==> config.mk <==
export PLATFORM = sky130hd
export DESIGN_NAME = lcd_status_top
export DESIGN_NICKNAME = d
export VERILOG_FILES = /design/src/lcd_status_pkg.sv /design/src/lcd_bus_if.sv /design/src/fault_scanner.sv /design/src/message_rom.sv /design/src/lcd_sequencer.sv /design/src/lcd_bus_driver.sv /design/src/lcd_status_top.sv
export SDC_FILE = /design/constraint.sdc
export NUM_CORES = 1
export LEC_CHECK = 0
export ABC_AREA = 1
export BUFFER_PORTS_ARGS = -buffer_cell sky130_fd_sc_hd__buf_2
export CORE_AREA = 2 2 172 174
export CTS_CLUSTER_DIAMETER = 40
export DETAILED_ROUTE_END_ITERATION = 12
export DIE_AREA = 0 0 174 176
export GPL_TIMING_DRIVEN = 0
export PLACE_DENSITY = 0.59
export SYNTH_ARGS = -nofsm -noshare
export SYNTH_HDL_FRONTEND = slang
export SYNTH_HIERARCHICAL = 1
export SYNTH_SLANG_ARGS = --single-unit
==> constraint.sdc <==
create_clock -name CLOCK_50 -period 5.8 [get_ports CLOCK_50]
set_input_delay 0.87 -clock CLOCK_50 [delete_from_list [all_inputs] [get_ports CLOCK_50]]
set_output_delay 0.87 -clock CLOCK_50 [all_outputs]
set_load 0.01 [all_outputs]
==> src/lcd_status_pkg.sv <==
package lcd_status_pkg;

    localparam int ERR_BITS  = 9;
    localparam int WARN_BITS = 6;
    localparam int LCD_COLS  = 16;

    // Blocking error bit positions in err_mask
    typedef enum logic [3:0] {
        paper_not_installed = 4'd0,
        paper_empty         = 4'd1,
        no_coffee0          = 4'd2,
        no_coffee1          = 4'd3,
        no_creamer          = 4'd4,
        no_chocolate        = 4'd5,
        pressure_error      = 4'd6,
        pressure_high       = 4'd7,
        status_error        = 4'd8
    } err_code_e;

    typedef enum logic [2:0] {
        filter_almost = 3'd0,
        low_pressure  = 3'd1,
        bin0_low      = 3'd2,
        bin1_low      = 3'd3,
        creamer_low   = 3'd4,
        chocolate_low = 3'd5
    } warn_code_e;

    typedef enum logic [3:0] {
        MSG_IDLE           = 4'd0,
        MSG_FILTER_ALMOST  = 4'd1,
        MSG_FILTER_EMPTY   = 4'd2,
        MSG_FILTER_MISSING = 4'd3,
        MSG_BIN0_LOW       = 4'd4,
        MSG_BIN1_LOW       = 4'd5,
        MSG_CREAMER_LOW    = 4'd6,
        MSG_CHOC_LOW       = 4'd7,
        MSG_PRESS_ERROR    = 4'd8,
        MSG_PRESS_HIGH     = 4'd9,
        MSG_PRESS_LOW      = 4'd10,
        MSG_HW_STATUS      = 4'd11,
        MSG_NO_COFFEE0     = 4'd12,
        MSG_NO_COFFEE1     = 4'd13,
        MSG_NO_CHOC        = 4'd14,
        MSG_NO_CREAMER     = 4'd15
    } msg_id_e;

    // Register select level of one LCD write
    typedef enum logic {
        LCD_INSTR = 1'b0,
        LCD_DATA  = 1'b1
    } lcd_op_e;

    typedef logic [7:0] lcd_char_t;

endpackage

==> src/lcd_bus_if.sv <==
`timescale 1ns/1ps

interface lcd_bus_if;
    import lcd_status_pkg::*;

    lcd_op_e   op;
    lcd_char_t data;
    logic      send;
    logic      busy;

    modport requester (
        output op,
        output data,
        output send,
        input  busy
    );

    modport driver (
        input  op,
        input  data,
        input  send,
        output busy
    );

endinterface

==> src/fault_scanner.sv <==
`timescale 1ns/1ps

module fault_scanner #(
    parameter int unsigned TICK_CYCLES = 50_000_000
) (
    input  logic                              CLOCK_50,
    input  logic                              rst,
    input  logic [lcd_status_pkg::ERR_BITS-1:0] err_mask,
    input  logic [1:0]                        paper_level,
    input  logic [1:0]                        w_pressure,
    input  logic                              bin_0_empty,
    input  logic                              bin_1_empty,
    input  logic                              nd_empty,
    input  logic                              ch_empty,
    output lcd_status_pkg::msg_id_e           msg_sel
);
    import lcd_status_pkg::*;

    localparam int unsigned TICK_W = $clog2(TICK_CYCLES + 1);

    localparam msg_id_e err_msg_tbl [ERR_BITS] = '{
        MSG_FILTER_MISSING, MSG_FILTER_EMPTY, MSG_NO_COFFEE0, MSG_NO_COFFEE1,
        MSG_NO_CREAMER, MSG_NO_CHOC, MSG_PRESS_ERROR, MSG_PRESS_HIGH, MSG_HW_STATUS
    };

    localparam msg_id_e warn_msg_tbl [WARN_BITS] = '{
        MSG_FILTER_ALMOST, MSG_PRESS_LOW, MSG_BIN0_LOW,
        MSG_BIN1_LOW, MSG_CREAMER_LOW, MSG_CHOC_LOW
    };

    logic [WARN_BITS-1:0] warn_mask;
    logic [TICK_W-1:0]    tick_cnt;
    logic                 tick;
    err_code_e            cur_err;
    err_code_e            nxt_err;
    warn_code_e           cur_warn;
    warn_code_e           nxt_warn;
    logic                 show;
    logic                 nxt_show;
    msg_id_e              nxt_msg;

    // Next set bit after cur with wrap, or lowest set bit when cur is gone
    function automatic int unsigned pick_next(input logic [15:0] mask,
                                              input int unsigned width,
                                              input int unsigned cur);
        int unsigned start;
        int unsigned idx;
        int unsigned res;
        logic        found;
        start = mask[cur] ? cur + 1 : 0;
        res   = cur;
        found = 1'b0;
        for (int k = 0; k < 16; k++) begin
            idx = start + k;
            if (idx >= width) begin
                idx = idx - width;
            end
            if (k < width && !found && mask[idx]) begin
                res   = idx;
                found = 1'b1;
            end
        end
        return res;
    endfunction

    always_comb begin
        warn_mask                = '0;
        warn_mask[filter_almost] = (paper_level == 2'd2);
        warn_mask[low_pressure]  = (w_pressure == 2'd0);
        warn_mask[bin0_low]      = bin_0_empty;
        warn_mask[bin1_low]      = bin_1_empty;
        warn_mask[creamer_low]   = nd_empty;
        warn_mask[chocolate_low] = ch_empty;
    end

    assign tick = (tick_cnt == TICK_W'(TICK_CYCLES - 1));

    always_comb begin
        nxt_err  = cur_err;
        nxt_warn = cur_warn;
        nxt_show = 1'b0;
        nxt_msg  = MSG_IDLE;
        if (|err_mask) begin
            nxt_err = err_code_e'(pick_next(16'(err_mask), ERR_BITS, cur_err));
            nxt_msg = err_msg_tbl[nxt_err];
        end else if (|warn_mask) begin
            nxt_show = !show;
            // Warning moves on only when it is about to be shown
            if (!show) begin
                nxt_warn = warn_code_e'(pick_next(16'(warn_mask), WARN_BITS, cur_warn));
            end
            nxt_msg = nxt_show ? warn_msg_tbl[nxt_warn] : MSG_IDLE;
        end
    end

    always_ff @(posedge CLOCK_50) begin
        if (rst) begin
            tick_cnt <= '0;
            cur_err  <= paper_not_installed;
            cur_warn <= filter_almost;
            show     <= 1'b0;
            msg_sel  <= MSG_IDLE;
        end else begin
            tick_cnt <= tick ? '0 : tick_cnt + 1'b1;
            if (tick) begin
                cur_err  <= nxt_err;
                cur_warn <= nxt_warn;
                show     <= nxt_show;
                msg_sel  <= nxt_msg;
            end
        end
    end

endmodule

==> src/message_rom.sv <==
`timescale 1ns/1ps

module message_rom (
    input  lcd_status_pkg::msg_id_e   msg_sel,
    input  logic                      line,
    input  logic [3:0]                col,
    output lcd_status_pkg::lcd_char_t ch
);
    import lcd_status_pkg::*;

    // ============================================================
    // Page text with the leftmost character in the top byte
    // ============================================================
    localparam logic [8*LCD_COLS-1:0] page_text [16][2] = '{
        '{"Coffee Machine  ", "Ready           "},
        '{"Paper Filter    ", "Almost Empty    "},
        '{"Paper Filter    ", "Empty           "},
        '{"Paper Filter    ", "Not Installed   "},
        '{"Coffee Bin 0    ", "Almost Empty    "},
        '{"Coffee Bin 1    ", "Almost Empty    "},
        '{"Creamer         ", "Almost Empty    "},
        '{"Chocolate Powder", "Almost Empty    "},
        '{"Water Pressure  ", "Error!          "},
        '{"High Water      ", "Pressure        "},
        '{"Low Water       ", "Pressure        "},
        '{"Hardware Status ", "Error - Service "},
        '{"No Coffee Bin 0 ", "Cannot Execute  "},
        '{"No Coffee Bin 1 ", "Cannot Execute  "},
        '{"No Chocolate    ", "Cannot Execute  "},
        '{"No Creamer      ", "Cannot Execute  "}
    };

    logic [8*LCD_COLS-1:0] line_text;

    assign line_text = page_text[msg_sel][line];
    assign ch        = line_text[8*(LCD_COLS-1-int'(col)) +: 8];

endmodule

==> src/lcd_sequencer.sv <==
`timescale 1ns/1ps

module lcd_sequencer #(
    parameter int unsigned PWRUP_CYCLES      = 750_000,
    parameter int unsigned WAIT_LONG_CYCLES  = 250_000,
    parameter int unsigned WAIT_SHORT_CYCLES = 5_000,
    parameter int unsigned CLEAR_CYCLES      = 75_000
) (
    input  logic                    CLOCK_50,
    input  logic                    rst,
    input  lcd_status_pkg::msg_id_e msg_sel,
    lcd_bus_if.requester            bus
);
    import lcd_status_pkg::*;

    typedef enum logic [2:0] {
        ST_PWRUP,
        ST_INIT_CMD,
        ST_SET_LINE,
        ST_WRITE_CHAR,
        ST_GAP,
        ST_IDLE,
        ST_CLEAR
    } state_e;

    typedef enum logic [2:0] {
        INIT_WAKE1,
        INIT_WAKE2,
        INIT_WAKE3,
        INIT_FUNC,
        INIT_OFF,
        INIT_CLEAR,
        INIT_ENTRY,
        INIT_ON
    } init_step_e;

    // 8-bit bus, two lines, display off, clear, increment, display on
    localparam lcd_char_t init_cmd_tbl [8] = '{
        8'h30, 8'h30, 8'h30, 8'h38, 8'h08, 8'h01, 8'h06, 8'h0C
    };

    state_e     state;
    state_e     ret_state;
    init_step_e init_step;
    logic [31:0] gap_cnt;
    logic [31:0] gap_len;
    logic        line;
    logic [3:0]  col;
    msg_id_e     prev_msg;
    logic        pending;
    lcd_char_t   rom_ch;

    message_rom message_rom_inst (
        .msg_sel (msg_sel),
        .line    (line),
        .col     (col),
        .ch      (rom_ch)
    );

    function automatic logic [31:0] init_gap(input init_step_e step);
        case (step)
            INIT_WAKE1: return WAIT_LONG_CYCLES;
            INIT_CLEAR: return CLEAR_CYCLES;
            default:    return WAIT_SHORT_CYCLES;
        endcase
    endfunction

    // ============================================================
    // Change detection
    // ============================================================
    always_ff @(posedge CLOCK_50) begin
        if (rst) begin
            prev_msg <= MSG_IDLE;
            pending  <= 1'b0;
        end else begin
            prev_msg <= msg_sel;
            if (msg_sel != prev_msg) begin
                pending <= 1'b1;
            end else if (state == ST_CLEAR && !bus.busy) begin
                pending <= 1'b0;
            end
        end
    end

    // ============================================================
    // Init and page write FSM
    // ============================================================
    always_ff @(posedge CLOCK_50) begin
        if (rst) begin
            state     <= ST_PWRUP;
            ret_state <= ST_IDLE;
            init_step <= INIT_WAKE1;
            gap_cnt   <= '0;
            gap_len   <= '0;
            line      <= 1'b0;
            col       <= '0;
            bus.send  <= 1'b0;
        end else begin
            bus.send <= 1'b0;
            case (state)
                ST_PWRUP: begin
                    gap_cnt <= gap_cnt + 1'b1;
                    if (gap_cnt >= PWRUP_CYCLES) begin
                        state <= ST_INIT_CMD;
                    end
                end
                ST_INIT_CMD: begin
                    if (!bus.busy) begin
                        bus.op   <= LCD_INSTR;
                        bus.data <= init_cmd_tbl[init_step];
                        bus.send <= 1'b1;
                        gap_cnt  <= '0;
                        gap_len  <= init_gap(init_step);
                        state    <= ST_GAP;
                        if (init_step == INIT_ON) begin
                            line      <= 1'b0;
                            ret_state <= ST_SET_LINE;
                        end else begin
                            init_step <= init_step_e'(init_step + 3'd1);
                            ret_state <= ST_INIT_CMD;
                        end
                    end
                end
                ST_SET_LINE: begin
                    if (!bus.busy) begin
                        bus.op    <= LCD_INSTR;
                        bus.data  <= line ? 8'hC0 : 8'h80;
                        bus.send  <= 1'b1;
                        col       <= '0;
                        gap_cnt   <= '0;
                        gap_len   <= WAIT_SHORT_CYCLES;
                        ret_state <= ST_WRITE_CHAR;
                        state     <= ST_GAP;
                    end
                end
                ST_WRITE_CHAR: begin
                    if (!bus.busy) begin
                        bus.op   <= LCD_DATA;
                        bus.data <= rom_ch;
                        bus.send <= 1'b1;
                        gap_cnt  <= '0;
                        gap_len  <= WAIT_SHORT_CYCLES;
                        state    <= ST_GAP;
                        if (col != 4'(LCD_COLS - 1)) begin
                            col       <= col + 4'd1;
                            ret_state <= ST_WRITE_CHAR;
                        end else if (!line) begin
                            line      <= 1'b1;
                            ret_state <= ST_SET_LINE;
                        end else begin
                            ret_state <= ST_IDLE;
                        end
                    end
                end
                ST_GAP: begin
                    gap_cnt <= gap_cnt + 1'b1;
                    if (!bus.busy && gap_cnt >= gap_len) begin
                        state <= ret_state;
                    end
                end
                ST_IDLE: begin
                    if (pending) begin
                        state <= ST_CLEAR;
                    end
                end
                ST_CLEAR: begin
                    if (!bus.busy) begin
                        bus.op    <= LCD_INSTR;
                        bus.data  <= 8'h01;
                        bus.send  <= 1'b1;
                        line      <= 1'b0;
                        gap_cnt   <= '0;
                        gap_len   <= CLEAR_CYCLES;
                        ret_state <= ST_SET_LINE;
                        state     <= ST_GAP;
                    end
                end
                default: state <= ST_PWRUP;
            endcase
        end
    end

endmodule

==> src/lcd_bus_driver.sv <==
`timescale 1ns/1ps

module lcd_bus_driver #(
    parameter int unsigned E_PULSE_CYCLES = 25
) (
    input  logic                      CLOCK_50,
    input  logic                      rst,
    lcd_bus_if.driver                 bus,
    output lcd_status_pkg::lcd_char_t lcd_data,
    output logic                      lcd_rs,
    output logic                      lcd_en
);
    import lcd_status_pkg::*;

    localparam int unsigned PULSE_W = $clog2(E_PULSE_CYCLES + 1);

    logic [PULSE_W-1:0] pulse_cnt;

    // Bus value held until the next write
    always_ff @(posedge CLOCK_50) begin
        if (bus.send) begin
            lcd_data <= bus.data;
            lcd_rs   <= (bus.op == LCD_DATA);
        end
    end

    // Enable pulse timing with busy held one cycle past the falling edge
    always_ff @(posedge CLOCK_50) begin
        if (rst) begin
            lcd_en    <= 1'b0;
            bus.busy  <= 1'b0;
            pulse_cnt <= '0;
        end else if (bus.send) begin
            lcd_en    <= 1'b1;
            bus.busy  <= 1'b1;
            pulse_cnt <= '0;
        end else if (lcd_en) begin
            if (pulse_cnt == PULSE_W'(E_PULSE_CYCLES - 1)) begin
                lcd_en <= 1'b0;
            end else begin
                pulse_cnt <= pulse_cnt + 1'b1;
            end
        end else if (bus.busy) begin
            bus.busy <= 1'b0;
        end
    end

endmodule

==> src/lcd_status_top.sv <==
`timescale 1ns/1ps

module lcd_status_top #(
    parameter int unsigned TICK_CYCLES       = 50_000_000,
    parameter int unsigned PWRUP_CYCLES      = 750_000,
    parameter int unsigned WAIT_LONG_CYCLES  = 250_000,
    parameter int unsigned WAIT_SHORT_CYCLES = 5_000,
    parameter int unsigned CLEAR_CYCLES      = 75_000,
    parameter int unsigned E_PULSE_CYCLES    = 25
) (
    input  logic                                CLOCK_50,
    input  logic                                rst,
    input  logic [lcd_status_pkg::ERR_BITS-1:0] err_mask,
    input  logic [1:0]                          paper_level,
    input  logic [1:0]                          w_pressure,
    input  logic                                bin_0_empty,
    input  logic                                bin_1_empty,
    input  logic                                nd_empty,
    input  logic                                ch_empty,
    output lcd_status_pkg::lcd_char_t           lcd_data,
    output logic                                lcd_rs,
    output logic                                lcd_en
);
    import lcd_status_pkg::*;

    msg_id_e msg_sel;

    lcd_bus_if lcd_bus ();

    fault_scanner #(
        .TICK_CYCLES (TICK_CYCLES)
    ) fault_scanner_inst (
        .CLOCK_50    (CLOCK_50),
        .rst         (rst),
        .err_mask    (err_mask),
        .paper_level (paper_level),
        .w_pressure  (w_pressure),
        .bin_0_empty (bin_0_empty),
        .bin_1_empty (bin_1_empty),
        .nd_empty    (nd_empty),
        .ch_empty    (ch_empty),
        .msg_sel     (msg_sel)
    );

    lcd_sequencer #(
        .PWRUP_CYCLES      (PWRUP_CYCLES),
        .WAIT_LONG_CYCLES  (WAIT_LONG_CYCLES),
        .WAIT_SHORT_CYCLES (WAIT_SHORT_CYCLES),
        .CLEAR_CYCLES      (CLEAR_CYCLES)
    ) lcd_sequencer_inst (
        .CLOCK_50 (CLOCK_50),
        .rst      (rst),
        .msg_sel  (msg_sel),
        .bus      (lcd_bus.requester)
    );

    lcd_bus_driver #(
        .E_PULSE_CYCLES (E_PULSE_CYCLES)
    ) lcd_bus_driver_inst (
        .CLOCK_50 (CLOCK_50),
        .rst      (rst),
        .bus      (lcd_bus.driver),
        .lcd_data (lcd_data),
        .lcd_rs   (lcd_rs),
        .lcd_en   (lcd_en)
    );

endmodule

### Word level (Yosys, flattened, before mapping)

Memory sizes are Yosys's and may differ from the RTL's.
Index checks and enable logic that the tools add are counted.

* add/subtract/negate cells: 36
* $lt $le $gt $ge: 39
* equality and inequality tests: 27
* shift-type cells: 1
* mux-type cells: 195
* bitwise gates (word level): 11
* reduce and logical (&&, ||, !) cells: 61

Operators with widths (number)
* $mux 32: 48
* $mux 256: 2
* $lt 32x5->1 const B: 15
* $mux 128: 3
* $ge 32x4->1 const B: 9
* $sub 32x4->32 const B: 9
* $add 32x3->32 const B: 6
* $ge 32x3->1 const B: 6
* $sub 32x3->32 const B: 6
* $add 32x2->32 const B: 4
* $shiftx 128x8->8: 1
* $add 32x1->32 const B: 3
* $pmux 32 s3: 1
* $mux 4: 20
* $mux 1: 69
* $bmux 1 s4: 16
* $pmux 32 s2: 1
* $mux 3: 19
* $mux 8: 6
* $pmux 18 s2: 1
* $add 32x4->32 const B: 1
* $ge 32x20->1 const B: 1
* $ge 32x32->1: 1
* $pmux 8 s4: 1
* other kinds (50): 121

* register bits: 147
* bits in read-only memories: 4256
* bits of input ports: 19
* output and inout port bits: 10
* logic and storage cells: 396
* memories kept: 4

Memories
* (name not given): depth 16, width 256, rd ports 1, clocked after Yosys merged registers in 0, write ports 0, RTL line message_rom.sv:35 `assign line_text = page_text[msg_sel][line];`
* (name not given): depth 16, width 4, rd ports 1, clocked after Yosys merged registers in 0, write ports 0, RTL line fault_scanner.sv:85 `nxt_msg = err_msg_tbl[nxt_err];`
* (name not given): depth 8, width 8, rd ports 1, clocked after Yosys merged registers in 0, write ports 0, RTL line lcd_sequencer.sv:110 `bus.data <= init_cmd_tbl[init_step];`
* (name not given): depth 8, width 4, rd ports 1, clocked after Yosys merged registers in 0, write ports 0, RTL line fault_scanner.sv:92 `nxt_msg = nxt_show ? warn_msg_tbl[nxt_warn] : MSG_IDLE;`

### Longest topological paths before layout

* word-level depth: 52
* depth in mapped cells: 39
* depth with buffers taken out: 37

### By module

Netlist, hierarchy kept.

Modules (own cells, without submodules)
* fault_scanner: instances 1, cells each 1051, area each 5830.6 sq um, seq. area each 760.7 sq um
* lcd_sequencer: instances 1, cells each 574, area each 3938.8 sq um, seq. area each 1451.4 sq um
* message_rom: instances 1, cells each 516, area each 2352.3 sq um, seq. area each 0.0 sq um
* lcd_bus_driver: instances 1, cells each 60, area each 621.8 sq um, seq. area each 410.4 sq um

### Worst setup path after synthesis

Ideal clock, no wire load.

* path kind: input port to flip-flop
* start point: in err_mask[8] in the netlist's numbering
* end point: reg fault_scanner_inst.msg_sel[3]
* library setup time: 70 ps
* data arrival time: 4650 ps
* required time: 5730 ps
* slack: 1081 ps
* cell stages on the path: 30
* path buffers: 1
* path through: clkbuf_1 > nand3_2 > nand2_8 > nand2_4 > inv_1 > ha_1 > inv_1 > ha_1 > o211ai_1 > nand3_1 > nand2_1 > nand2_1 > nand3_1 > nand3_1 > nand2_1 > nand2_1 > nand2_2 > nand2_2 > nor2_4 > nand4_4 > nor2_4 > nand3_2 > o21ai_1 > inv_1 > nand2_2 > nand2_2 > ha_1 > o221ai_1 > inv_1 > a21oi_1

* cells in the longest elaborated chain, start to end: 47
* elaborated cells on any way between the ends: 113
* those cells by class: add/sub: 17; order compare: 9; mux: 68; bitwise: 1; reduce/logical: 17; memory: 1

RTL lines
* start: declaration: RTL line lcd_status_top.sv:13 `input logic [lcd_status_pkg::ERR_BITS-1:0] err_mask,`
* branches (longest 46 deep; another with $add 32x1->32)
* $mux 4 *: RTL line fault_scanner.sv:83 `if (|err_mask) begin`
* end signal: assignment: RTL line fault_scanner.sv:109 `msg_sel <= nxt_msg;`
* end: declaration: RTL line fault_scanner.sv:15 `output lcd_status_pkg::msg_id_e msg_sel`

Every way passes the cells marked *. The select of a mux whose other input is x is not followed.
A chain may end at the register's enable or synchronous reset.

### Worst setup path in the final report

* start point: in err_mask[1] in the netlist's numbering
* end point: reg fault_scanner_inst.msg_sel[3]

The elaborated chain is that of the path after synthesis.

==> summary.txt <==
status = complete, no violations
Area growth syn-to-layout = 9.83%
final hold slack = 0.419 ns
Critical Path AT = 5.69 ns
first-pass GRT wire length = 69,700 um
Remaining DRCs = 0
IO buf count = 27
Place WS = -0.0322 ns
Crit. End Element = register
pwr/cell area = 243 nW/um2
fin crit share = 92.1%
cts bufs inserted = 17
nets = 2,351
Post-Synthesis Cell Area = 12,700 um2
DRT Wirelength = 43,200 um
Slowest-stage cell, CP = ha_1
HPWL after DPL = 33,600 um
startpoint types = input pin
layout cells sized above 1 = 8.43%
fillers = 3,119
P_leak = 6.61 nW
I/O pin cnt = 29
Synth warnings = 6
critical path data required time = 6.15 ns
Die Ht = 176 um
largest net degree at the start of global routing = 17
Hold Path Depth = 0
Worst Hold Launch = lcd_sequencer_inst/bus.data[4]$_DFFE_PP_
GRT overflow = 0
total global-route track usage = 28.3%
Slew Limit Headroom = 43.5%
CORE AREA = 28,500 um2
Antenna Nets Post-Route = 0
worst-skew pair later-pin latency = 0.42 ns
largest fanout on the critical path = 13
Initial Util = 44.6%
# H-tree levels = 4
via count = 14,547
Synth Instances = 2,201
WS Path Type = input pin to register
initial antenna violation count = 0
Setup WS post-layout = 0.457 ns
clock root cell = clkbuf_16
CTS tree = yes
gpl congestion = 0.993
WP depth = 32
Worst-Margin Slew = 0.844 ns
sequential fraction of the synthesis area = 20.6%
CP delay by family, top = simple AND/OR/NAND/NOR gates
syn_area_per_cell = 5.79 um2
fmax = 0.187 GHz
Starting DRT DRC Count = 1,825
clock buffer depth = 2
Critical R2R Capture = fault_scanner_inst/msg_sel[3]$_SDFFE_PP0N_
Worst Hold End = lcd_bus_driver_inst/lcd_data[4]$_DFFE_PP_
DR vias/cell = 5.49
Worst Path Buf+Inv = 6
final hold viol count = 0
final setup skew = 0.0128 ns
vias in the first global route = 13,175
clk sink count = 122
clk slew on worst S/H paths = 0.06 ns
FF-to-FF Start = fault_scanner_inst/cur_err[0]$_SDFFE_PP0P_
final setup fails = 0
final worst path period need = 5.34 ns
maxcap violations = 0
DR WL/cell = 16.3 um
Worst Hold Class = register to register
DP Cell Count = 2,616
Core Rows = 62
asr flop ratio synth = 0%
RSZ-0062 raised after global routing = false
final non-filler cell total = 2,650
Die Wd = 174 um
router iterations before antenna repair = 6
overall die area = 30,600 um2
Top FF cell, synth = dfxtp_1
Max IR drop VDD = 0.000172 V
R2R Setup Slk = 0.68 ns
power consumption = 3.40 mW
Synth cell types = 60
biggest cell delay along the critical path = 0.47 ns
R2R depth = 32
number of flops mapped to enable cells by yosys = 18
synthesized flop and latch total = 122
pins over their slew limit = 0
metal layers:
| layer | wire length, um | global-route usage [%] | share of wire [%] | up-vias |
|---|---|---|---|---|
| li1 | - | - | - | 7276 |
| met1 | 19800 | 39.0 | 46 | 6585 |
| met2 | 18700 | 44.6 | 43 | 588 |
| met3 | 3400 | 4.69 | 7.9 | 98 |
| met4 | 1320 | 9.87 | 3.1 | 0 |
| met5 | 0 | 0 | 0 | - |
through the flow:
stage                     util [%]  setup TNS (ns)  cell area, um2
after CTS                     49.0               0           14000
after detailed placement      46.8         -0.0407           13400
final                         49.0               0           14000
after floorplan                  -               0           12800
after global routing          49.0               0           14000
after global placement        46.8         -0.0971           13400
sequential cells by signal, summed over array words and instances, names as in the netlist, 3 cells and up:
register / count
lcd_bus_driver_inst/pulse_cnt: 5
fault_scanner_inst/cur_warn: 3
lcd_sequencer_inst/bus.data: 8
lcd_sequencer_inst/col: 4
lcd_sequencer_inst/init_step: 3
lcd_sequencer_inst/state: 3
fault_scanner_inst/tick_cnt: 26
fault_scanner_inst/cur_err: 4
lcd_sequencer_inst/gap_len: 7
lcd_sequencer_inst/prev_msg: 4
lcd_sequencer_inst/gap_cnt: 32
fault_scanner_inst/msg_sel: 4
lcd_sequencer_inst/ret_state: 3
lcd_bus_driver_inst/lcd_data: 8
worst max path at each step:
stage	start	end
5_1_grt	err_mask[0]	fault_scanner_inst/msg_sel[3]$_SDFFE_PP0N_
3_5_place_dp	err_mask[8]	fault_scanner_inst/msg_sel[3]$_SDFFE_PP0N_
4_1_cts	err_mask[8]	fault_scanner_inst/msg_sel[3]$_SDFFE_PP0N_
6_report	err_mask[1]	fault_scanner_inst/msg_sel[3]$_SDFFE_PP0N_
3_3_place_gp	err_mask[8]	fault_scanner_inst/msg_sel[3]$_SDFFE_PP0N_
2_1_floorplan	err_mask[8]	fault_scanner_inst/msg_sel[3]$_SDFFE_PP0N_
cell families (layout without fill, tap and decap cells):
logic type	Yosys count	count (layout)	synth area share, %
AOI/OAI and AO/OA	318	318	13.8
xor gates and xnor gates	27	27	1.86
adders and majority gates	80	80	7.85
buffers and inverters	340	400	10.5
DFF	122	122	20.6
other	3	8	0.0884
and+or+nand+nor	1311	1311	45.3
cells in the mapped netlist (all sizes together), types with 2 or more instances:
cell type	number	area (um2)
dfxtp	104	2080
o221ai	2	17.5
xor2	23	201
a211oi	4	30.0
clkbuf	23	87.6
o211ai	22	165
nand4	43	284
nor2	248	993
o21a	5	37.5
nand3b	5	37.5
and2	2	12.5
nor3	46	240
buf	25	150
a32o	2	20.0
or2	9	56.3
a31oi	2	12.5
inv	287	1080
edfxtp	18	541
ha	80	1000
nand2	696	2760
o21ai	149	768
xnor2	4	35.0
nand3	251	1320
o22ai	6	37.5
a21oi	116	592
clkinv	5	23.8
conb	3	11.3
a21boi	3	22.5
nor4	9	56.3
cell type report:
| cell class | instances | area [um2] | share of cell area [%] |
|---|---|---|---|
| antenna | 1 | 2.50 | 0.0179 |
| clock inverter | 15 | 178 | 1.27 |
| sequential | 122 | 2620 | 18.7 |
| clock buffer | 17 | 425 | 3.04 |
| inverter | 292 | 1110 | 7.92 |
| tap | 384 | 480 | 3.43 |
| buffer | 48 | 239 | 1.71 |
| timing repair buffer | 28 | 143 | 1.02 |
| multi-input combinational | 1743 | 8800 | 62.9 |
worst register-to-register path: cells and delay by family, from the launching register on:
family | cells | cell delay (ns)
AOI/OAI and AO/OA | 4 | 0.53
adders and majority gates | 2 | 0.66
buffers and inverters | 6 | 1.00
DFF | 1 | 0.34
and+or+nand+nor | 20 | 2.52
layout by cell type (no fill, tap or decap), types with 5 or more instances in the layout:
cell	Yosys	final
a21oi_1	113	113
buf_2	15	42
buf_4	6	7
clkbuf_1	22	21
clkbuf_16	0	17
conb_1	3	7
dfxtp_1	104	104
edfxtp_1	18	18
ha_1	80	80
inv_1	264	263
inv_2	23	23
inv_6	0	5
nand2_1	661	661
nand2_2	25	25
nand2_4	9	9
nand3_1	240	240
nand3_2	10	10
nand3b_1	5	5
nand4_1	42	42
nor2_1	231	231
nor2_2	13	13
nor3_1	44	44
nor4_1	9	9
o211ai_1	22	22
o21a_1	5	5
o21ai_0	123	123
o21ai_1	22	22
o22ai_1	6	6
or2_2	7	7
xor2_1	23	23
repair_timing:
item | 4_1_cts | 5_1_grt
resized for setup | 0 | 4
endpoints found under the setup margin | 0 | 2
setup buffers | 0 | 1
hold buffers | 0 | 0
report_power, final:
part | internal, mW | switching [mW]
Sequential | 0.961 | 0.0611
Combinational | 0.363 | 0.907
Clock | 0.651 | 0.459
Total | 1.97 | 1.43
Power figures use the tool's default switching activity.
